**src/design/cpu_types_pkg.sv**
```systemverilog
// Data width types for register values, imported by every block of the register file
package cpu_types_pkg;

	// ================================================
	// Register value widths
	// ================================================

	// Width of one architectural register
	localparam int VALUE_W = 32;

	// Number of lanes moved together in a group transfer
	localparam int NUM_LANES = 4;

	// One register value
	typedef logic [VALUE_W-1:0] value_t;

	// Four register values side by side, lane 0 in the low bits
	typedef value_t [NUM_LANES-1:0] quad_value_t;

endpackage

```
**src/design/regmap_pkg.sv**
```systemverilog
// Register map types, write port structs and the operating mode encoding of the register file
package regmap_pkg;

	// ================================================
	// Register numbering
	// ================================================

	// Number of four-lane groups, register 4g+l lives in group g, lane l
	localparam int NUM_GROUPS = 16;

	typedef logic [5:0] reg_addr_t;
	typedef logic [3:0] group_addr_t;
	typedef logic [1:0] lane_t;

	// Operating mode, selects which stack pointer register 63 maps to
	typedef enum logic [1:0] {
		MODE_APP  = 2'd0,
		MODE_SUP  = 2'd1,
		MODE_HYP  = 2'd2,
		MODE_MACH = 2'd3
	} op_mode_t;

	// ================================================
	// Write port bundles
	// ================================================

	// Single register write from the execution side
	typedef struct packed {
		logic en;
		reg_addr_t addr;
		cpu_types_pkg::value_t data;
	} reg_write_t;

	// Whole group write, driven by the context engine during a restore
	typedef struct packed {
		logic en;
		group_addr_t group;
		cpu_types_pkg::quad_value_t data;
	} group_write_t;

endpackage

```
**src/design/stack_ptr_bank.sv**
```systemverilog
// Banked stack pointers, one per operating mode, presenting the current mode's pointer
module stack_ptr_bank #(
	parameter regmap_pkg::reg_addr_t SP_REG = 6'd63
) (
	input  logic                   clk,
	input  logic                   rst_n,
	input  regmap_pkg::reg_write_t wr,
	input  regmap_pkg::op_mode_t   mode,
	output cpu_types_pkg::value_t  sp_cur
);
	import cpu_types_pkg::*;

	// ================================================
	// Pointer registers
	// ================================================

	// Number of banked pointers, one per operating mode
	localparam int NUM_SP = 4;

	// Indexed directly by the mode encoding
	// Entry 0 application, 1 supervisor, 2 hypervisor, 3 machine
	value_t sp_q [0:NUM_SP-1];

	// A write to the stack pointer register targets the pointer of the mode in force
	logic sp_we;

	always_comb begin
		sp_we = wr.en && wr.addr == SP_REG;
	end

	// There is no group port here, so a pointer write goes through even when
	// the register array drops the single write for a restore
	always_ff @(posedge clk or negedge rst_n) begin
		if (!rst_n) begin
			for (int m = 0; m < NUM_SP; m++) begin
				sp_q[m] <= '0;
			end
		end else if (sp_we) begin
			sp_q[mode] <= wr.data;
		end
	end

	// ================================================
	// Current pointer
	// ================================================

	// Follows the mode input with no delay
	// The bank forwards a same-cycle write through its own bypass
	always_comb begin
		sp_cur = sp_q[mode];
	end

endmodule

```
**config.mk**
```make
export PLATFORM = sky130hd
export DESIGN_NAME = stack_ptr_bank
export DESIGN_NICKNAME = d
export VERILOG_FILES = /design/src/design/cpu_types_pkg.sv /design/src/design/regmap_pkg.sv /design/src/design/stack_ptr_bank.sv
export SDC_FILE = /design/constraint.sdc
export NUM_CORES = 1
export LEC_CHECK = 0
export ABC_CLOCK_PERIOD_IN_PS = 2750
export BUFFER_PORTS_ARGS = -buffer_cell sky130_fd_sc_hd__buf_2
export CORE_MARGIN = 3
export CORE_UTILIZATION = 55
export DETAILED_ROUTE_END_ITERATION = 16
export GPL_TIMING_DRIVEN = 0
export PLACE_DENSITY = 0.85
export SLEW_MARGIN = 0
export SYNTH_ARGS = -nofsm -noshare
export SYNTH_HDL_FRONTEND = slang
export SYNTH_SLANG_ARGS = --single-unit
```
**constraint.sdc**
```tcl
create_clock -name clk -period 2.75 [get_ports clk]
set_clock_uncertainty 0.15 [all_clocks]
set_input_delay 0.1375 -clock clk [delete_from_list [all_inputs] [get_ports clk]]
set_output_delay 0.1375 -clock clk [all_outputs]
set_load 0.1 [all_outputs]
```
# == Word level (Yosys, flattened, before mapping) ==
# Cells that the tools add are included.
# word_totals
ff_bits,128
latchBits,0
mem_bits_rw,0
rom_bits,0
in_bits,43
output_inout_bits,32
elab_cells,16
n_memories,0
# op_classes
add_sub_neg,0
multipliers,0
n_div,0
order_cmp,2
eq_ne,1
shift,0
mux,6
bitwise,1
n_reduce_logical,2
# ops
operator,n
128-bit bitwise mux,1
32-bit 2-to-1 mux,3
32-bit binary-select mux with 2-bit select,1
32-bit demux with 2-bit select,1
6-bit equality test (second input constant),1
3-bit greater-or-equal comparator (second input constant),1
3-bit by 1-bit less-than comparator with 1-bit output (second input constant),1
2-bit inverter with 3-bit output,1
1-bit logical AND,2

# == Longest topological paths before layout ==
# Gate-level depths: netlist (run 1).
# logic_depth
depth_word,6
mapped_depth,6
depth_no_buf,3

# == Least setup slack after synthesis (run 1) ==
# Ideal clock, no wire load.
# synth_path
kind,input-to-output
startpoint,in mode[0]
endpoint,out sp_cur[0]
arrival_time_ps,1414
required_ps,2463
path_slack_ps,1048
path_stages,3
n_path_buf,2
cell_sequence,buf_4 buf_2 mux4_2
# synth_via
elab_chain_len,4
# synth_lines
element,line,rtl
start: declaration,stack_ptr_bank.sv:8,"input regmap_pkg::op_mode_t mode,"
2-bit inverter with 3-bit output (implied by the code),stack_ptr_bank.sv:50,sp_cur = sp_q[mode];
32-bit binary-select mux with 2-bit select,stack_ptr_bank.sv:50,
32-bit 2-to-1 mux (implied by the code) (2 in series),stack_ptr_bank.sv:50,
end: declaration,stack_ptr_bank.sv:9,output cpu_types_pkg::value_t sp_cur
# No other way between the ends. The select of a mux whose other input is x is not followed.

# == Final worst setup path (run 1) ==
# layout_path
startpoint,in mode[0]
endpoint,out sp_cur[12]
# Same word-level chain as after synthesis.

==> results of run 1 <==
cells by family after synthesis:
| group | Yosys count | synth area share (%) |
|---|---|---|
| buf+inv | 22 | 2.37 |
| simple gates | 7 | 1.56 |
| mux | 160 | 39.9 |
| flops | 128 | 56.2 |
worst register-to-register path: cells and delay by family, from the launching register on:
kind / cells / cell delay [ns]
buffers and inverters: 1 / 0.55
muxes: 1 / 0.26
DFF: 1 / 0.38
cells in the mapped netlist:
master and count:
dfrtp_1 128, mux2_2 93, mux4_2 32, mux2_4 30, buf_2 12, mux2_1 5
buf_6 4, clkbuf_1 3, buf_4 2, nand4_2 2, nor4_4 2, inv_1 1
nand3_1 1, nor3_2 1, or3_1 1
metrics by stage:
stage               instance area [um^2]  utilization (%)  hold WS (ns)  instances  setup TNS, ns
finish                              7250             73.2        0.0330        592              0
global route                        7250             73.2        0.0224        591              0
CTS                                 7250             73.2        0.0105        591              0
detailed placement                  6260             63.2        0.0221        523              0
global placement                    6230             62.9         0.247        522         -19.07
floorplan                           5700                -        -0.308        317              0
final cells by class:
class | count | area [um^2] | area share (%)
clock buffers | 20 | 445 | 6.14
plain buffers | 21 | 131 | 1.81
clock inverters | 12 | 181 | 2.50
well taps | 133 | 166 | 2.29
repair buffers | 109 | 754 | 10.4
diodes | 1 | 2.50 | 0.0345
multi-input cells | 167 | 2360 | 32.6
flip-flops and latches | 128 | 3200 | 44.2
inverters | 1 | 3.75 | 0.0518
power by group:
part	switching, uW	leakage [uW]	internal, uW	total (uW)
clock	825	0.000294	1530	2350
sequential	46.9	0.00176	1970	2020
combinational	353	0.00164	212	565
how the worst max path moves through the flow:
stage | slack (ns) | endpoint | cells past startpoint
3_5_place_dp | 0.83 | sp_cur[3] | 4
2_1_floorplan | 1.05 | sp_cur[0] | 3
3_3_place_gp | -0.16 | sp_q[54] | 1
6_report | 0.27 | sp_cur[12] | 5
5_1_grt | 0.16 | sp_cur[12] | 5
4_1_cts | 0.23 | sp_cur[12] | 5
routing by layer:
layer	up-vias	part of all wire [%]	global-route usage (%)
li1	1456	-	-
met1	1711	42	29.0
met2	85	51	36.1
met3	15	5.6	7.62
met4	0	1.4	8.12
met5	-	0	0
timing repair:
| item | CTS | global route |
|---|---|---|
| resized for setup | 0 | 0 |
| hold endpoints to repair | 256 | 0 |
| hold buffers | 36 | 0 |
==> impl_metrics.csv, run 1 <==
group,metric,value,unit
outcome,status,"finished clean",
power_and_ir_drop,p_leak,0.00370,uW
timing,period_needed,2.48,ns
clock_network,cts_sinks,128,
floorplan,fp.dieArea,11600,um^2
yosys,syn_inst,317,
timing,fmax,0.403,GHz
clock_network,clk_latency,0.51,ns
yosys,yosysUniqueCellTypes,15,
yosys,synthTopCellsByArea,"dfrtp_1 (56%), mux2_2 (18%), mux4_2 (13%)",
critical_path,critPathSlowestCell,"mux4_2",
critical_path,worst-path-buf-inv,4,
critical_path,max_stage_delay,0.58,ns
yosys,syn_avg_cell_area,18.0,um^2
power_and_ir_drop,vdd_drop_max,0.000446,V
floorplan,pin_count,75,
placement,place_ws,0.828,ns
clock_network,clkSlewWorstSetupHoldPaths,0.06,ns
floorplan,start_util,57.5,%
yosys,post_synth_instance_area,5700,um^2
timing,tightest_slew,0.711,ns
floorplan,die_h,108,um
clock_network,clk_path_buf_depth,2,
finish,reg_top3,"sp_q: 128 flops",
floorplan,core-area,9910,um^2
finish,syn2layout_area_growth,27.2,%
yosys,yosys.area.top_type,"dfrtp_1",
finish,final_cell_mix,"dfrtp_1 (128), mux2_2 (93), buf_2 (83)",
clock_network,cts_made_buffers,17,
timing,hold_violations,0,
clock_network,cts_tree,"built",
detailed_routing,vias,3267,
placement,io_buffer_count,72,
yosys,synthesis.nets,360,
timing,fin_crit_sh,90.3,%
global_routing,antenna_found_initial,0,
critical_path,critPathLaunchType,"primary input",
finish,drive_gt1_share,61.6,%
timing,setup_violations,0,
yosys,ys_seq_area_share,56.2,%
floorplan,rows,36,
finish,nets,488,
timing,final.setup.worst_slack,0.268,ns
placement,dp_hpwl,7300,um
critical_path,rr_endpoint,"sp_q[64]",
global_routing,grt_pass1_wl,19500,um
finish,largest_reg_flops,128,
critical_path,r2r-start,"sp_q[64]",
global_routing,grt_max_degree,66,
power_and_ir_drop,p_total,4940,uW
detailed_routing,drc,0,
timing,rsz0062_at_grt,"false",
detailed_routing,dr.pass1.iters,4,
min_path,hp-class,"in2async",
detailed_routing,wl,11900,um
critical_path,r2r.worst_path.cells,2,
clock_network,htreeDepth,4,
global_routing,grt_use_total,22.6,%
critical_path,critPathTopFamily,"buffers and inverters",
detailed_routing,routedWlPerCell,20.1,um
finish,final_common_cell,"dfrtp_1",
critical_path,worstSetupPathType,"in2out",
detailed_routing,drt.antenna.violating_nets,0,
yosys,yosysTopAreaCellShare,56.2,%
yosys,ys_warn_count,0,
detailed_routing,vias_per_cell,5.52,
critical_path,worst_ep_required_time,2.46,ns
critical_path,startpoint,"mode[0]",
finish,largest-register,"sp_q",
finish,nFillCells,611,
critical_path,crit_fanout,10,
critical_path,critical_path_arrival,2.19,ns
placement,globalplace.congestion,0.795,
job,max_cap_violations,0,
detailed_routing,initialDrtViolationCount,149,
global_routing,grt_overflow_total,0,
global_routing,grt_pass1_vias,3710,
clock_network,root_buffer,"clkbuf_8",
floorplan,die_w,108,um
critical_path,path_cells,"dlygate4sd3_1, buf_4, buf_2, mux4_2, buf_2",
power_and_ir_drop,p_per_area,681,nW/um^2
timing,relSlewSlack,52.6,%
critical_path,critPathMostFrequentCell,"buf_2",
timing,maxSlewViolCount,0,
critical_path,endpoint_kind,"primary output",
yosys,ys_ff_latch,128,
critical_path,r2r_setup_slack,1.29,ns
clock_network,cts_setup_buffers,0,
Note: power is estimated with default switching activity, not from simulation.
==> run 2: changes to the inputs <==
--- a/config.mk
+++ b/config.mk
@@ -11,8 +11,9 @@
 export CORE_UTILIZATION = 55
 export DETAILED_ROUTE_END_ITERATION = 16
 export GPL_TIMING_DRIVEN = 0
-export PLACE_DENSITY = 0.85
+export PLACE_DENSITY = 0.75
 export SLEW_MARGIN = 0
 export SYNTH_ARGS = -nofsm -noshare
 export SYNTH_HDL_FRONTEND = slang
 export SYNTH_SLANG_ARGS = --single-unit
+export TNS_END_PERCENT = 5
==> impl_metrics.csv, run 2 (synthesis gave the netlist of run 1 again) <==
group,metric,value,unit
critical_path,critPathLaunchType,"primary input",
clock_network,cts_sinks,128,
detailed_routing,vias,3255,
finish,finalNonFillerCells,593,
global_routing,grt_overflow_total,0,
floorplan,core-area,9910,um^2
global_routing,grt_max_degree,67,
critical_path,endpoint,"sp_cur[8]",
timing,period_needed,2.55,ns
critical_path,r2r_setup_slack,1.81,ns
power_and_ir_drop,vdd_drop_max,0.000631,V
power_and_ir_drop,power_frac_seq,43.2,%
global_routing,grt_pass1_wl,18900,um
finish,seqCellArea,3200,um^2
clock_network,cts_tree,"built",
floorplan,die_w,108,um
placement,place_ws,0.810,ns
clock_network,clk_path_buf_depth,2,
finish,fin_util,72.7,%
floorplan,fp.dieArea,11600,um^2
critical_path,worst_ep_required_time,2.46,ns
power_and_ir_drop,switching_power,1150,uW
detailed_routing,initialDrtViolationCount,121,
timing,hold_violations,0,
timing,maxSlewViolCount,0,
placement,globalplace.congestion,0.715,
timing,tightest_slew,0.742,ns
placement,dp_hpwl,7100,um
global_routing,grt_pass1_vias,3652,
finish,nets,490,
job,max_cap_violations,0,
global_routing,met3_usage,6.90,%
finish,syn2layout_area_growth,26.3,%
critical_path,r2r.worst_path.cells,1,
power_and_ir_drop,p_per_area,650,nW/um^2
critical_path,rr_endpoint,"sp_q[70]",
critical_path,crit_fanout,10,
power_and_ir_drop,p_int,3530,uW
power_and_ir_drop,clkPwrFrac,44.8,%
detailed_routing,routedWlPerCell,19.1,um
finish,multi_input_area,2360,um^2
floorplan,pin_count,75,
floorplan,rows,36,
placement,placed_area,6260,um^2
timing,fin_crit_sh,92.7,%
clock_network,clkSlewWorstSetupHoldPaths,0.05,ns
detailed_routing,drt.antenna.violating_nets,0,
clock_network,htreeDepth,4,
power_and_ir_drop,p_comb_share,12.0,%
timing,relSlewSlack,50.6,%
global_routing,grt_util_met2,35.4,%
global_routing,busiest_layer,"met2",
finish,final_common_cell,"dfrtp_1",
finish,largest-register,"sp_q",
finish,reg_top3,"sp_q: 128 flops",
critical_path,endpoint_kind,"primary output",
finish,final_cell_mix,"dfrtp_1 (128), mux2_2 (93), buf_2 (83)",
timing,rsz0062_at_grt,"false",
power_and_ir_drop,p_leak,0.00369,uW
floorplan,start_util,57.5,%
critical_path,r2r-start,"sp_q[70]",
detailed_routing,drc,0,
floorplan,die_h,108,um
critical_path,worstSetupPathType,"in2out",
timing,setup_violations,0,
clock_network,cts_setup_buffers,0,
critical_path,startpoint,"mode[1]",
finish,largest_reg_flops,128,
outcome,status,"finished clean",
detailed_routing,vias_per_cell,5.49,
finish,drive_gt1_share,60.7,%
timing,tns,0,ns
finish,nFillCells,631,
timing,final.setup.worst_slack,0.201,ns
global_routing,met1_usage,28.4,%
critical_path,critical_path_arrival,2.26,ns
power_and_ir_drop,power.share.switching,24.5,%
global_routing,grt_use_total,21.8,%
clock_network,root_buffer,"clkbuf_8",
clock_network,clk_latency,0.51,ns
placement,io_buffer_count,72,
clock_network,cts_made_buffers,17,
timing,fmax,0.392,GHz
global_routing,antenna_found_initial,0,
detailed_routing,wl,11400,um
min_path,hp-class,"in2async",
finish,fin_area,7200,um^2
placement,placedCellCount,523,
detailed_routing,dr.pass1.iters,4,
-- run 2: timing repair --
item                       CTS  global route
gates resized for setup      0             0
setup endpoints to repair    0             0
hold endpoints to repair   256             0
hold buffers                38             0
-- run 2: how the worst min path moves through the flow --
stage / from / endpoint / cells past startpoint
3_5_place_dp: rst_n / sp_q[116] / 1
5_1_grt: rst_n / sp_q[116] / 2
6_report: rst_n / sp_q[116] / 2
3_3_place_gp: wr[29] / sp_q[125] / 2
2_1_floorplan: rst_n / sp_q[0] / 0
4_1_cts: rst_n / sp_q[48] / 2
-- run 2: layout make-up --
cell class	count	share of cell area, %
clock inverters	7	1.18
clock buffers	23	6.48
well taps	133	2.31
diodes	2	0.0695
plain buffers	21	1.82
repair buffers	111	10.8
flip-flops and latches	128	44.5
multi-input cells	167	32.8
inverters	1	0.0521
-- run 2: layer usage --
metal,up-vias,routed length (um)
met5,-,0
met4,0,116
met3,10,486
met2,68,5760
met1,1718,4990
li1,1459,-
-- run 2: worst max-delay path, stage by stage --
cell and delay, ns:
dlygate4sd3_1 0.56, buf_4 0.19, clkbuf_1 0.59, mux4_2 0.35, buf_2 0.43
-- run 2: stage by stage --
| step | hold WS (ns) | total power, uW |
|---|---|---|
| after floorplan | -0.308 | 2420 |
| after global placement | 0.248 | 2550 |
| after detailed placement | 0.00771 | 2570 |
| after CTS | 0.0349 | 4730 |
| after global routing | 0.0571 | 4840 |
| final | 0.0292 | 4680 |
-- run 2: power groups by stage --
stage,Combinational [uW],Sequential [uW],Clock (uW)
5_1_grt,596,2030,2220
4_1_cts,567,2020,2140
3_5_place_dp,523,2050,0
2_1_floorplan,385,2040,0
3_3_place_gp,509,2050,0
6_report,560,2020,2100
